--- src/tiny_cpu_pkg.sv ---
package tiny_cpu_pkg;

  localparam int data_w        = 8;    // Data and address width
  localparam int mem_depth     = 256;  // Bytes per memory
  localparam int reg_count     = 4;
  localparam int reg_addr_bits = $clog2(reg_count);

  localparam logic [reg_addr_bits-1:0] link_reg = 2'd3;  // jal return address

  // Write-back source select
  localparam logic [1:0] wb_alu     = 2'd0;
  localparam logic [1:0] wb_operand = 2'd1;
  localparam logic [1:0] wb_mem     = 2'd2;
  localparam logic [1:0] wb_link    = 2'd3;

  typedef enum logic [3:0] {
    op_add  = 4'h0,
    op_sub  = 4'h1,
    op_and  = 4'h2,
    op_or   = 4'h3,
    op_xor  = 4'h4,
    op_shl  = 4'h5,
    op_mov  = 4'h6,
    op_li   = 4'h7,
    op_lw   = 4'h8,
    op_sw   = 4'h9,
    op_beq  = 4'hA,
    op_bne  = 4'hB,
    op_j    = 4'hC,
    op_jal  = 4'hD,
    op_jr   = 4'hE,
    op_halt = 4'hF
  } opcode_t;

  typedef enum logic [1:0] {
    fetch   = 2'd0,
    operand = 2'd1,
    exec    = 2'd2,
    mem     = 2'd3
  } cpu_state_t;

  // Next PC source
  typedef enum logic [1:0] {
    pc_seq = 2'd0,
    pc_rel = 2'd1,
    pc_abs = 2'd2,
    pc_reg = 2'd3
  } pc_sel_t;

  typedef struct packed {
    logic [data_w-1:0] addr;
    logic [data_w-1:0] data;
  } load_t;

  typedef struct packed {
    opcode_t                  alu_op;
    logic                     reg_w_en;
    logic [1:0]               wb_sel;
    logic                     mem_w_en;
    logic                     mem_r_en;
    logic [reg_addr_bits-1:0] reg_addr_w;
    logic [reg_addr_bits-1:0] reg_addr_0;
    logic [reg_addr_bits-1:0] reg_addr_1;
  } ctrl_t;

  typedef struct packed {
    logic [data_w-1:0]        pc;
    opcode_t                  opcode;
    logic                     reg_w_en;
    logic [reg_addr_bits-1:0] reg_addr_w;
    logic [data_w-1:0]        reg_data_w;
    logic                     mem_w_en;
    logic [data_w-1:0]        mem_addr;
    logic [data_w-1:0]        mem_data;
    logic                     overflow;
  } retire_t;

endpackage
--- src/alu.sv ---
module alu import tiny_cpu_pkg::*;
(
  input  opcode_t           alu_op,
  input  logic [data_w-1:0] in0,
  input  logic [data_w-1:0] in1,
  output logic [data_w-1:0] out,
  output logic              overflow,
  output logic              equal
);

  logic [data_w-1:0] sum;
  logic [data_w-1:0] diff;

  assign sum   = in0 + in1;
  assign diff  = in0 - in1;
  assign equal = (in0 == in1);  // Branch compare of rd and rs

  always_comb
  begin
    overflow = 1'b0;
    case (alu_op)
      op_add:
      begin
        out      = sum;
        overflow = (in0[data_w-1] == in1[data_w-1]) && (sum[data_w-1] != in0[data_w-1]);
      end
      op_sub:
      begin
        out      = diff;
        overflow = (in0[data_w-1] != in1[data_w-1]) && (diff[data_w-1] != in0[data_w-1]);
      end
      op_and: out = in0 & in1;
      op_or:  out = in0 | in1;
      op_xor: out = in0 ^ in1;
      op_shl: out = in0 << in1[2:0];  // Shift amount from low three bits
      op_mov: out = in1;
      default: out = '0;
    endcase
  end

endmodule

--- config.mk ---
export PLATFORM = sky130hd
export DESIGN_NAME = alu
export DESIGN_NICKNAME = d
export VERILOG_FILES = /design/src/tiny_cpu_pkg.sv /design/src/alu.sv
export SDC_FILE = /design/constraint.sdc
export NUM_CORES = 1
export LEC_CHECK = 0
export BUFFER_PORTS_ARGS = -buffer_cell sky130_fd_sc_hd__buf_2
export CAP_MARGIN = 5
export CORE_ASPECT_RATIO = 1.5
export CORE_MARGIN = 2
export CORE_UTILIZATION = 36
export DETAILED_ROUTE_END_ITERATION = 16
export GPL_ROUTABILITY_DRIVEN = 0
export GPL_TIMING_DRIVEN = 1
export PLACE_DENSITY_LB_ADDON = 0.05
export SKIP_LAST_GASP = 1
export SYNTH_ARGS = -nofsm -noshare
export SYNTH_HDL_FRONTEND = slang
export SYNTH_SLANG_ARGS = --single-unit
--- constraint.sdc ---
create_clock -name vclk -period 2.8
set_clock_uncertainty 0.2 [all_clocks]
set_input_delay 0.28 -clock vclk [all_inputs]
set_output_delay 0.28 -clock vclk [all_outputs]
set_load 0.01 [all_outputs]
==> results by group, run 1 <==
Cells and area
  – Sequential standard cell area: 0 um^2
  – Seq Cell Count: 0
  – Final cell count without fillers: 268
  – Fill cell total of the finished layout: 403
  – Fraction of final layout cells with drive strength greater than 1: 27.4%
  – Post-synthesis to final-layout area growth: 19.9%
  – Antenna diode count: 0
  – CLK BUF: 0
  – Final Net Count: 271

Floorplanning
  – Std cell rows: 28
  – Die area: 4500 um^2
  – Top-level port count: 30
  – Core footprint: 3890 um^2
  – Width of the die: 55.5 um
  – Chip Height: 81.2 um
  – Starting density of the core: 36.8%

Run
  – Max-capacitance violation count: 0

Routing
  – Detailed-route wire length per cell: 19.6 um
  – Count of nets left with antenna violations after detail routing: 0
  – Vias: 1645
  – Post-DR vias/cell: 6.14
  – Wire length after detailed routing: 5.25 mm
  – Drt pass-1 iters: 4
  – Post-route DRC: 0
  – 1st-iter DRT viols: 53

Critical path
  – Count of buffering cells on the critical path with inverters included: 2
  – Worst Setup SP: in1[0]
  – Critical path endpoint category: output port
  – Slowest stage cell on the critical path: fa_1
  – Critical path's largest stage delay: 430 ps
  – Crit path arrival time: 2200 ps
  – Cells traversed along the worst timing path: buf_2 -> ha_1 -> fa_1 -> a21o_1 -> a41o_2 -> o221a_1 -> o221ai_2 -> buf_2
  – Critical-path maximum fanout: 6
  – Critical path class: in -> out
  – Required time reported for the critical path endpoint: 2320 ps
  – Startpoint types: primary input
  – Dominant delay contributor by cell family on the critical path: compound AO/OA/AOI/OAI gates
  – Most frequent cell on the critical path: buf_2

Yosys
  – Number of distinct library cell variants in the gate-level netlist after synthesis: 52
  – Total number of yosys warnings: 0
  – Top-area cell type share of the netlist area: 21.0%
  – Post-synthesis cell area: 1430 um^2
  – Instance count of the mapped netlist: 188
  – Synthesized area divided by synthesized cell count: 7.61 um^2
  – Leading post-synthesis cells by cell area: ha_1 (21%), inv_1 (6.8%), mux2i_1 (6.3%)
  – Synth area leader: ha_1
  – Sequential-to-total area share from yosys stat: 0%
  – Top post-synthesis cells by count: inv_1 (26), ha_1 (24), nor2_1 (11)
  – Post-synthesis net count: 234
  – Count leader, synth: inv_1

Global route
  – Overflow after GRT: 0
  – Wire length of the first global-routing pass: 8.27 mm
  – Total routing resource utilization after global routing: 23.4%
  – Initial antenna violation count: 0
  – Maximum number of pins on one net before global-route repair: 21
  – Via count of the first global-routing pass: 1559

Outcome
  – Run status: finished clean

Timing
  – Final critical-path share of the clock period: 95.7%
  – Least-Margin Pin Slew: 563 ps
  – Setup violations, final: 0
  – Slew Viols, Final: 0
  – Total negative slack: 0 ps
  – Setup repair after global routing missed its margin: false
  – Highest achievable clock rate: 0.373 GHz
  – Endpoints failing hold: 0
  – Minimum clock period: 2680 ps
  – Max transition margin: 62.4%
  – Tightest hold margin: 802 ps

Pwr
  – Cell leakage power: 0.840 nW
  – Maximum vdd ir drop: 0.0000841 V
  – Power density over the cells: 183 nW/um^2

Place
  – Quantity of I/O buffers inserted on ports: 30
  – Detail Placement HPWL: 4.27 mm
  – # placed instances: 268

Min path
  – Startpoint of the tightest hold check path: in0[7]
  – Worst Hold Class: in -> out

Clock network
  – Setup repair bufs after CTS: 0
  – Count of instances resized after the clock tree is built: 0
  – Post-CTS Hold Fix Bufs: 0
-- cell families after synthesis --
kind of cell / count (synthesis) / synth area share (%)
compound gates: 69 / 37.6
xor+xnor: 3 / 1.84
fa+ha+maj: 26 / 23.8
buf+inv: 35 / 9.97
mux: 13 / 10.2
simple gates: 42 / 16.5
-- layer usage --
layer	share of wire [%]	GRT usage, %	wire length [um]
met5	0	0	0
met3	4.5	2.23	237
met2	50	44.8	2640
met1	40	26.3	2100
met4	5.1	9.27	269
-- power breakdown --
group | switching (mW) | leakage [nW] | internal [mW]
registers | 0 | 0 | 0
logic | 0.178 | 0.840 | 0.136
clock network | 0 | 0 | 0
total | 0.178 | 0.840 | 0.136
-- path summary, 6_finish.rpt --
kind,cells past startpoint,endpoint
min,4,overflow
max,8,out[6]
-- cells in the final DEF, fill, tap and decap left out, drive strengths merged, types with 3 or more instances in the layout --
master	n
o221ai	4
a21oi	10
o211a	3
nand2	10
ha	24
nor3	5
o21bai	5
a22oi	4
mux2i	9
a2bb2oi	3
o21ai	10
xnor2	3
a221oi	4
o221a	4
mux2	3
nor2b	3
a211oi	3
nor2	11
o32ai	4
buf	44
inv	26
-- layout make-up --
class	count	area (um^2)	area share (%)
multi-input cells	153	1310	76.1
repair buffers	44	255	14.9
inverters	26	97.6	5.69
well taps	45	56.3	3.28
-- per-stage QoR --
stage               util [%]  total power, mW  setup slack, ps  area, um^2
finish                  44.1            0.314              120        1720
global route            44.1            0.340             14.8        1720
CTS                     43.6            0.305             77.2        1700
detailed placement      43.6            0.303             84.3        1700
global placement        43.6            0.301              124        1700
floorplan                  -            0.191              134        1430
No activity file was read; power rests on OpenSTA's default activity.
==> run 2, diff against run 1 <==
==> constraint.sdc (replaced) <==
create_clock -name vclk -period 2.2
set_clock_uncertainty 0.2 [all_clocks]
set_input_delay 0.22 -clock vclk [all_inputs]
set_output_delay 0.22 -clock vclk [all_outputs]
set_load 0.01 [all_outputs]
==> run 2 against run 1 <==
Against the previous run: the run now ends with setup timing left; largest power group unchanged; critical path type unchanged; largest cell class unchanged; highest routed layer unchanged; final area up 39%; total power up 80%; routed wire length up 8.7%; worst setup slack worse by 330 ps; first-iteration DRC count up 15%.
==> results by group, run 2 (same netlist as run 1, synthesis figures left out) <==
Outcome
  – Run status: complete, but fails checks
  – Violations in the final reports: setup timing

Global route
  – Maximum number of pins on one net before global-route repair: 16 (-24%)
  – Wire length of the first global-routing pass: 8.94 mm (+8.1%)
  – Total routing resource utilization after global routing: 24.7% (+1.3 points)
  – Overflow after GRT: 0 (unchanged)
  – Initial antenna violation count: 0 (unchanged)
  – Via count of the first global-routing pass: 1878 (+20%)

Floorplanning
  – Top-level port count: 30 (unchanged)
  – Core footprint: 3890 um^2 (unchanged)
  – Width of the die: 55.5 um (unchanged)
  – Chip Height: 81.2 um (unchanged)
  – Die area: 4500 um^2 (unchanged)
  – Std cell rows: 28 (unchanged)
  – Starting density of the core: 36.8% (unchanged)

Cells and area
  – Post-synthesis to final-layout area growth: 67.3%
  – Fill cell total of the finished layout: 381 (-5.5%)
  – Final Net Count: 327 (+21%)
  – Area occupied by multi-input gates: 1520 um^2 (+16%)
  – CLK BUF: 0 (unchanged)
  – Sequential standard cell area: 0 um^2 (unchanged)
  – Seq Cell Count: 0 (unchanged)
  – Fraction of final layout cells with drive strength greater than 1: 53.8% (+26 points)
  – Antenna diode count: 0 (unchanged)
  – Most common cell after layout, fill and taps aside: buf_4
  – Leading cell types in the layout, fill and taps excluded: buf_4 (70), buf_2 (26), inv_1 (21)

Critical path
  – Critical path endpoint category: output port
  – Crit path arrival time: 1990 ps (-210 ps)
  – Required time reported for the critical path endpoint: 1780 ps (-540 ps)
  – Critical path class: in -> out
  – Critical path's largest stage delay: 390 ps (-40 ps)
  – Slowest stage cell on the critical path: fa_2
  – Cells traversed along the worst timing path: buf_8 -> inv_4 -> ha_4 -> fa_2 -> o21bai_4 -> a21oi_2 -> o31a_1 -> o221a_1 -> o221ai_2 -> buf_2
  – Critical-path maximum fanout: 4 (-2)
  – Startpoint types: primary input

Routing
  – Drt pass-1 iters: 4 (unchanged)
  – Post-route DRC: 0 (unchanged)
  – Detailed-route wire length per cell: 17.6 um (-10%)
  – Vias: 1866 (+13%)
  – Post-DR vias/cell: 5.76 (-6.2%)
  – 1st-iter DRT viols: 61 (+15%)
  – Count of nets left with antenna violations after detail routing: 0 (unchanged)
  – Wire length after detailed routing: 5.71 mm (+8.7%)

Timing
  – Max transition margin: 70.8% (+8.5 points)
  – Total negative slack: -686 ps (-686 ps)
  – Final critical-path share of the clock period: 110%
  – Slew Viols, Final: 0 (unchanged)
  – Setup violations, final: 6 (+6)
  – Minimum clock period: 2410 ps
  – Setup repair after global routing missed its margin: true
  – Tightest hold margin: 702 ps (-100 ps)
  – Final WS setup: -210 ps (-330 ps)
  – Highest achievable clock rate: 0.415 GHz
  – Endpoints failing hold: 0 (unchanged)
  – Least-Margin Pin Slew: 426 ps (-137 ps)

Pwr
  – Cell leakage power: 1.15 nW (+37%)
  – Maximum vdd ir drop: 0.000132 V (+57%)
  – Power share of the combinational group: 100.0% (about the same)
  – Clock power share: 0% (unchanged)
  – Switching part of the total: 49.3% (-7.4 points)
  – Power density over the cells: 236 nW/um^2 (+29%)
  – Register share of total power: 0% (unchanged)
  – Power dissipated by switching net loads: 0.278 mW (+56%)
  – Internal power component: 0.286 mW (+110%)

Run
  – Max-capacitance violation count: 0 (unchanged)

Min path
  – Startpoint of the tightest hold check path: alu_op[3]
  – Hold endpoint: out[0]
  – Worst Hold Class: in -> out
  – Number of cells on the worst hold path: 4 (unchanged)

Clock network
  – Post-CTS Hold Fix Bufs: 0 (unchanged)

Place
  – Detail Placement HPWL: 4.67 mm (+9.3%)
  – Quantity of I/O buffers inserted on ports: 30 (unchanged)
## run 2: repair_timing
| action | 4_1_cts | 5_1_grt |
|---|---|---|
| gates cloned | 0 | 0 |
| pin swaps | 14 | 14 |
| resized for setup | 20 | 21 |
| hold endpoints to repair | 0 | 0 |
| buffers inserted | 4 | 0 |
| endpoints found under the setup margin | 7 | 7 |
## run 2: worst max-delay path: cells and delay by family
family,cells,cell delay (ps)
fa+ha+maj,2,540
buf+inv,3,280
compound gates,5,950
## run 2: how the worst max path moves through the flow
| stage | start | to | cells after the start |
|---|---|---|---|
| finish | in0[0] | out[6] | 10 |
| global route | in0[0] | out[6] | 10 |
| CTS | in0[0] | out[6] | 10 |
| detailed placement | in0[0] | out[6] | 10 |
| global placement | in0[0] | out[6] | 10 |
| floorplan | in0[5] | out[7] | 6 |
## run 2: per-layer routing
| metal | track usage, % | vias to the layer above | routed length, um |
|---|---|---|---|
| li1 | - | 897 | - |
| met1 | 27.5 | 863 | 2160 |
| met2 | 48.6 | 78 | 3010 |
| met3 | 1.75 | 28 | 239 |
| met4 | 8.54 | 0 | 299 |
| met5 | 0 | - | 0 |
## run 2: layout make-up
cell class         count  area share, %
well taps             45           2.35
repair buffers       100           29.8
inverters             26           4.29
multi-input cells    153           63.5
## run 2: power groups by stage
stage	logic, mW	clock network [mW]	registers, mW
floorplan	0.265	0	0
global placement	0.480	0	0
detailed placement	0.486	0	0
CTS	0.517	0	0
global route	0.610	0	0
finish	0.564	0	0
## run 2: stage by stage
stage                     power (mW)  utilization, %  std cells  cell area, um^2  setup WS (ps)
after floorplan                0.265               -        188             1510           24.5
after global placement         0.480            55.9        320             2170           -262
after detailed placement       0.486            55.9        320             2170           -294
after CTS                      0.517            58.5        324             2280           -242
after global routing           0.610            61.5        324             2390           -291
final                          0.564            61.5        324             2390           -210
==> run 3, diff against run 2 <==
--- a/config.mk
+++ b/config.mk
@@ -7,9 +7,10 @@
 export LEC_CHECK = 0
 export BUFFER_PORTS_ARGS = -buffer_cell sky130_fd_sc_hd__buf_2
 export CAP_MARGIN = 5
-export CORE_ASPECT_RATIO = 1.5
+export CELL_PAD_IN_SITES_DETAIL_PLACEMENT = 1
+export CELL_PAD_IN_SITES_GLOBAL_PLACEMENT = 2
 export CORE_MARGIN = 2
-export CORE_UTILIZATION = 36
+export CORE_UTILIZATION = 30
 export DETAILED_ROUTE_END_ITERATION = 16
 export GPL_ROUTABILITY_DRIVEN = 0
 export GPL_TIMING_DRIVEN = 1
==> run 3 against run 2 <==
Against the previous run: highest routed layer unchanged; utilization decreased by 9.3 points; routed wire length increased by 20%; the flow still finishes with violations (setup timing); critical path type unchanged; first-iteration DRC count is 26% higher.
==> results by group, run 3 (same netlist as run 1, synthesis figures left out) <==
Outcome
  – Run status: complete, but fails checks
  – Violations in the final reports: setup timing

Cells and area
  – Final Net Count: 327 (unchanged)
  – CLK BUF: 0 (unchanged)
  – Leading cell types in the layout, fill and taps excluded: buf_4 (68), buf_2 (26), inv_1 (13), ha_1 (13), inv_2 (11)
  – Design Area, Final: 2430 um^2 (+1.7%)
  – Post-synthesis to final-layout area growth: 70.1%
  – Fraction of final layout cells with drive strength greater than 1: 57.7% (+3.9 points)
  – Most common cell after layout, fill and taps aside: buf_4
  – Seq Cell Count: 0 (unchanged)
  – Sequential standard cell area: 0 um^2 (unchanged)
  – Fill cell total of the finished layout: 570 (+50%)
  – Antenna diode count: 0 (unchanged)

Routing
  – Wire length after detailed routing: 6.83 mm (+20%)
  – Post-route DRC: 0 (unchanged)
  – Count of nets left with antenna violations after detail routing: 0 (unchanged)
  – Drt pass-1 iters: 4 (unchanged)
  – Detailed-route wire length per cell: 20.5 um (+16%)
  – Vias: 1897 (+1.7%)
  – Post-DR vias/cell: 5.70 (-1.1%)
  – 1st-iter DRT viols: 77 (+26%)

Critical path
  – Destination of the critical timing path: out[6]
  – Crit path arrival time: 2000 ps (about the same)
  – Critical-path maximum fanout: 3 (-1)
  – Worst Setup SP: in0[0]
  – Critical path class: in -> out
  – Startpoint types: primary input
  – Critical path endpoint category: output port
  – Required time reported for the critical path endpoint: 1780 ps (about the same)

Timing
  – Slew Viols, Final: 0 (unchanged)
  – Final critical-path share of the clock period: 110% (+0.35 points)
  – Endpoints failing hold: 0 (unchanged)
  – Max transition margin: 62.1% (-8.7 points)
  – Setup repair after global routing missed its margin: true
  – Minimum clock period: 2420 ps (+7.70 ps)
  – Least-Margin Pin Slew: 554 ps (+127 ps)
  – Setup violations, final: 7 (+1)
  – Final WS setup: -217 ps (-7.70 ps)
  – Highest achievable clock rate: 0.414 GHz (-0.32%)

Floorplanning
  – Starting density of the core: 30.7% (-6.1 points)
  – Die area: 5340 um^2 (+18%)
  – Width of the die: 73.0 um (+32%)
  – Chip Height: 73.0 um (-10%)
  – Core footprint: 4660 um^2 (+20%)
  – Std cell rows: 25 (-11%)
  – Top-level port count: 30 (unchanged)

Global route
  – Initial antenna violation count: 0 (unchanged)
  – Total routing resource utilization after global routing: 26.1% (+1.4 points)
  – Wire length of the first global-routing pass: 10.7 mm (+20%)
  – Maximum number of pins on one net before global-route repair: 16 (unchanged)
  – Overflow after GRT: 0 (unchanged)
  – Via count of the first global-routing pass: 2036 (+8.4%)

Pwr
  – Overall power of the completed layout: 0.596 mW (+5.6%)
  – Cell leakage power: 1.14 nW (-0.92%)
  – Maximum vdd ir drop: 0.000113 V (-15%)
  – Power density over the cells: 245 nW/um^2 (+3.9%)

Place
  – Worst Setup Slack post-DPL: -386 ps (-92.3 ps)
  – Placed Area: 2140 um^2 (-1.4%)
  – Detail Placement HPWL: 5.46 mm (+17%)
  – Quantity of I/O buffers inserted on ports: 30 (unchanged)

Clock network
  – Post-CTS Hold Fix Bufs: 0 (unchanged)

Min path
  – Worst Hold Class: in -> out

Run
  – Max-capacitance violation count: 0 (unchanged)
==> run 3: worst max-delay path: stages <==
cell and delay, ps:
buf_8 80, inv_4 30, ha_4 150, fa_2 360, o21bai_4 140, a21oi_2 80
o31a_1 300, o221a_1 290, o221ai_2 170, buf_2 160
==> run 3: final cells by class <==
cell class                 count  area [um^2]  share of cell area (%)
timing repair buffer         100          712                    29.3
multi-input combinational    153         1550                    63.7
tap                           54         67.6                    2.78
inverter                      26          103                    4.22
==> run 3: per-stage QoR <==
step / util [%] / cells / TNS, ps / hold slack, ps
6_report: 52.2 / 333 / -663 / 612
5_1_grt: 52.2 / 333 / -1220 / 649
4_1_cts: 49.8 / 329 / -792 / 611
3_5_place_dp: 46.0 / 325 / -1340 / 611
3_3_place_gp: 46.0 / 325 / -993 / 575
2_1_floorplan: - / 188 / 0 / 439
==> run 3: layer usage <==
layer	track usage, %	vias to the layer above	wire (um)
met5	0	-	0
met4	8.02	0	177
met3	0.552	12	201
met2	48.5	56	3610
met1	32.2	936	2840
li1	-	893	-
==> run 3: how the worst min path moves through the flow <==
stage               end       from  cells past startpoint
3_5_place_dp     out[0]  alu_op[3]                      3
2_1_floorplan  overflow     in0[7]                      2
5_1_grt          out[0]  alu_op[3]                      3
4_1_cts          out[0]  alu_op[3]                      3
3_3_place_gp     out[0]  alu_op[3]                      3
6_report         out[0]  alu_op[3]                      3
==> run 3: timing repair <==
| action | in CTS | in global routing |
|---|---|---|
| pin swaps | 19 | 20 |
| gates resized for setup | 43 | 19 |
| gates cloned | 0 | 0 |
| endpoints found under the hold margin | 0 | 0 |
| endpoints found under the setup margin | 7 | 7 |
| setup buffers | 4 | 4 |
==> run 3: report_power, final <==
group,leakage (nW),switching [mW],internal (mW),total [mW]
registers,0,0,0,0
logic,1.14,0.300,0.295,0.596
clock network,0,0,0,0
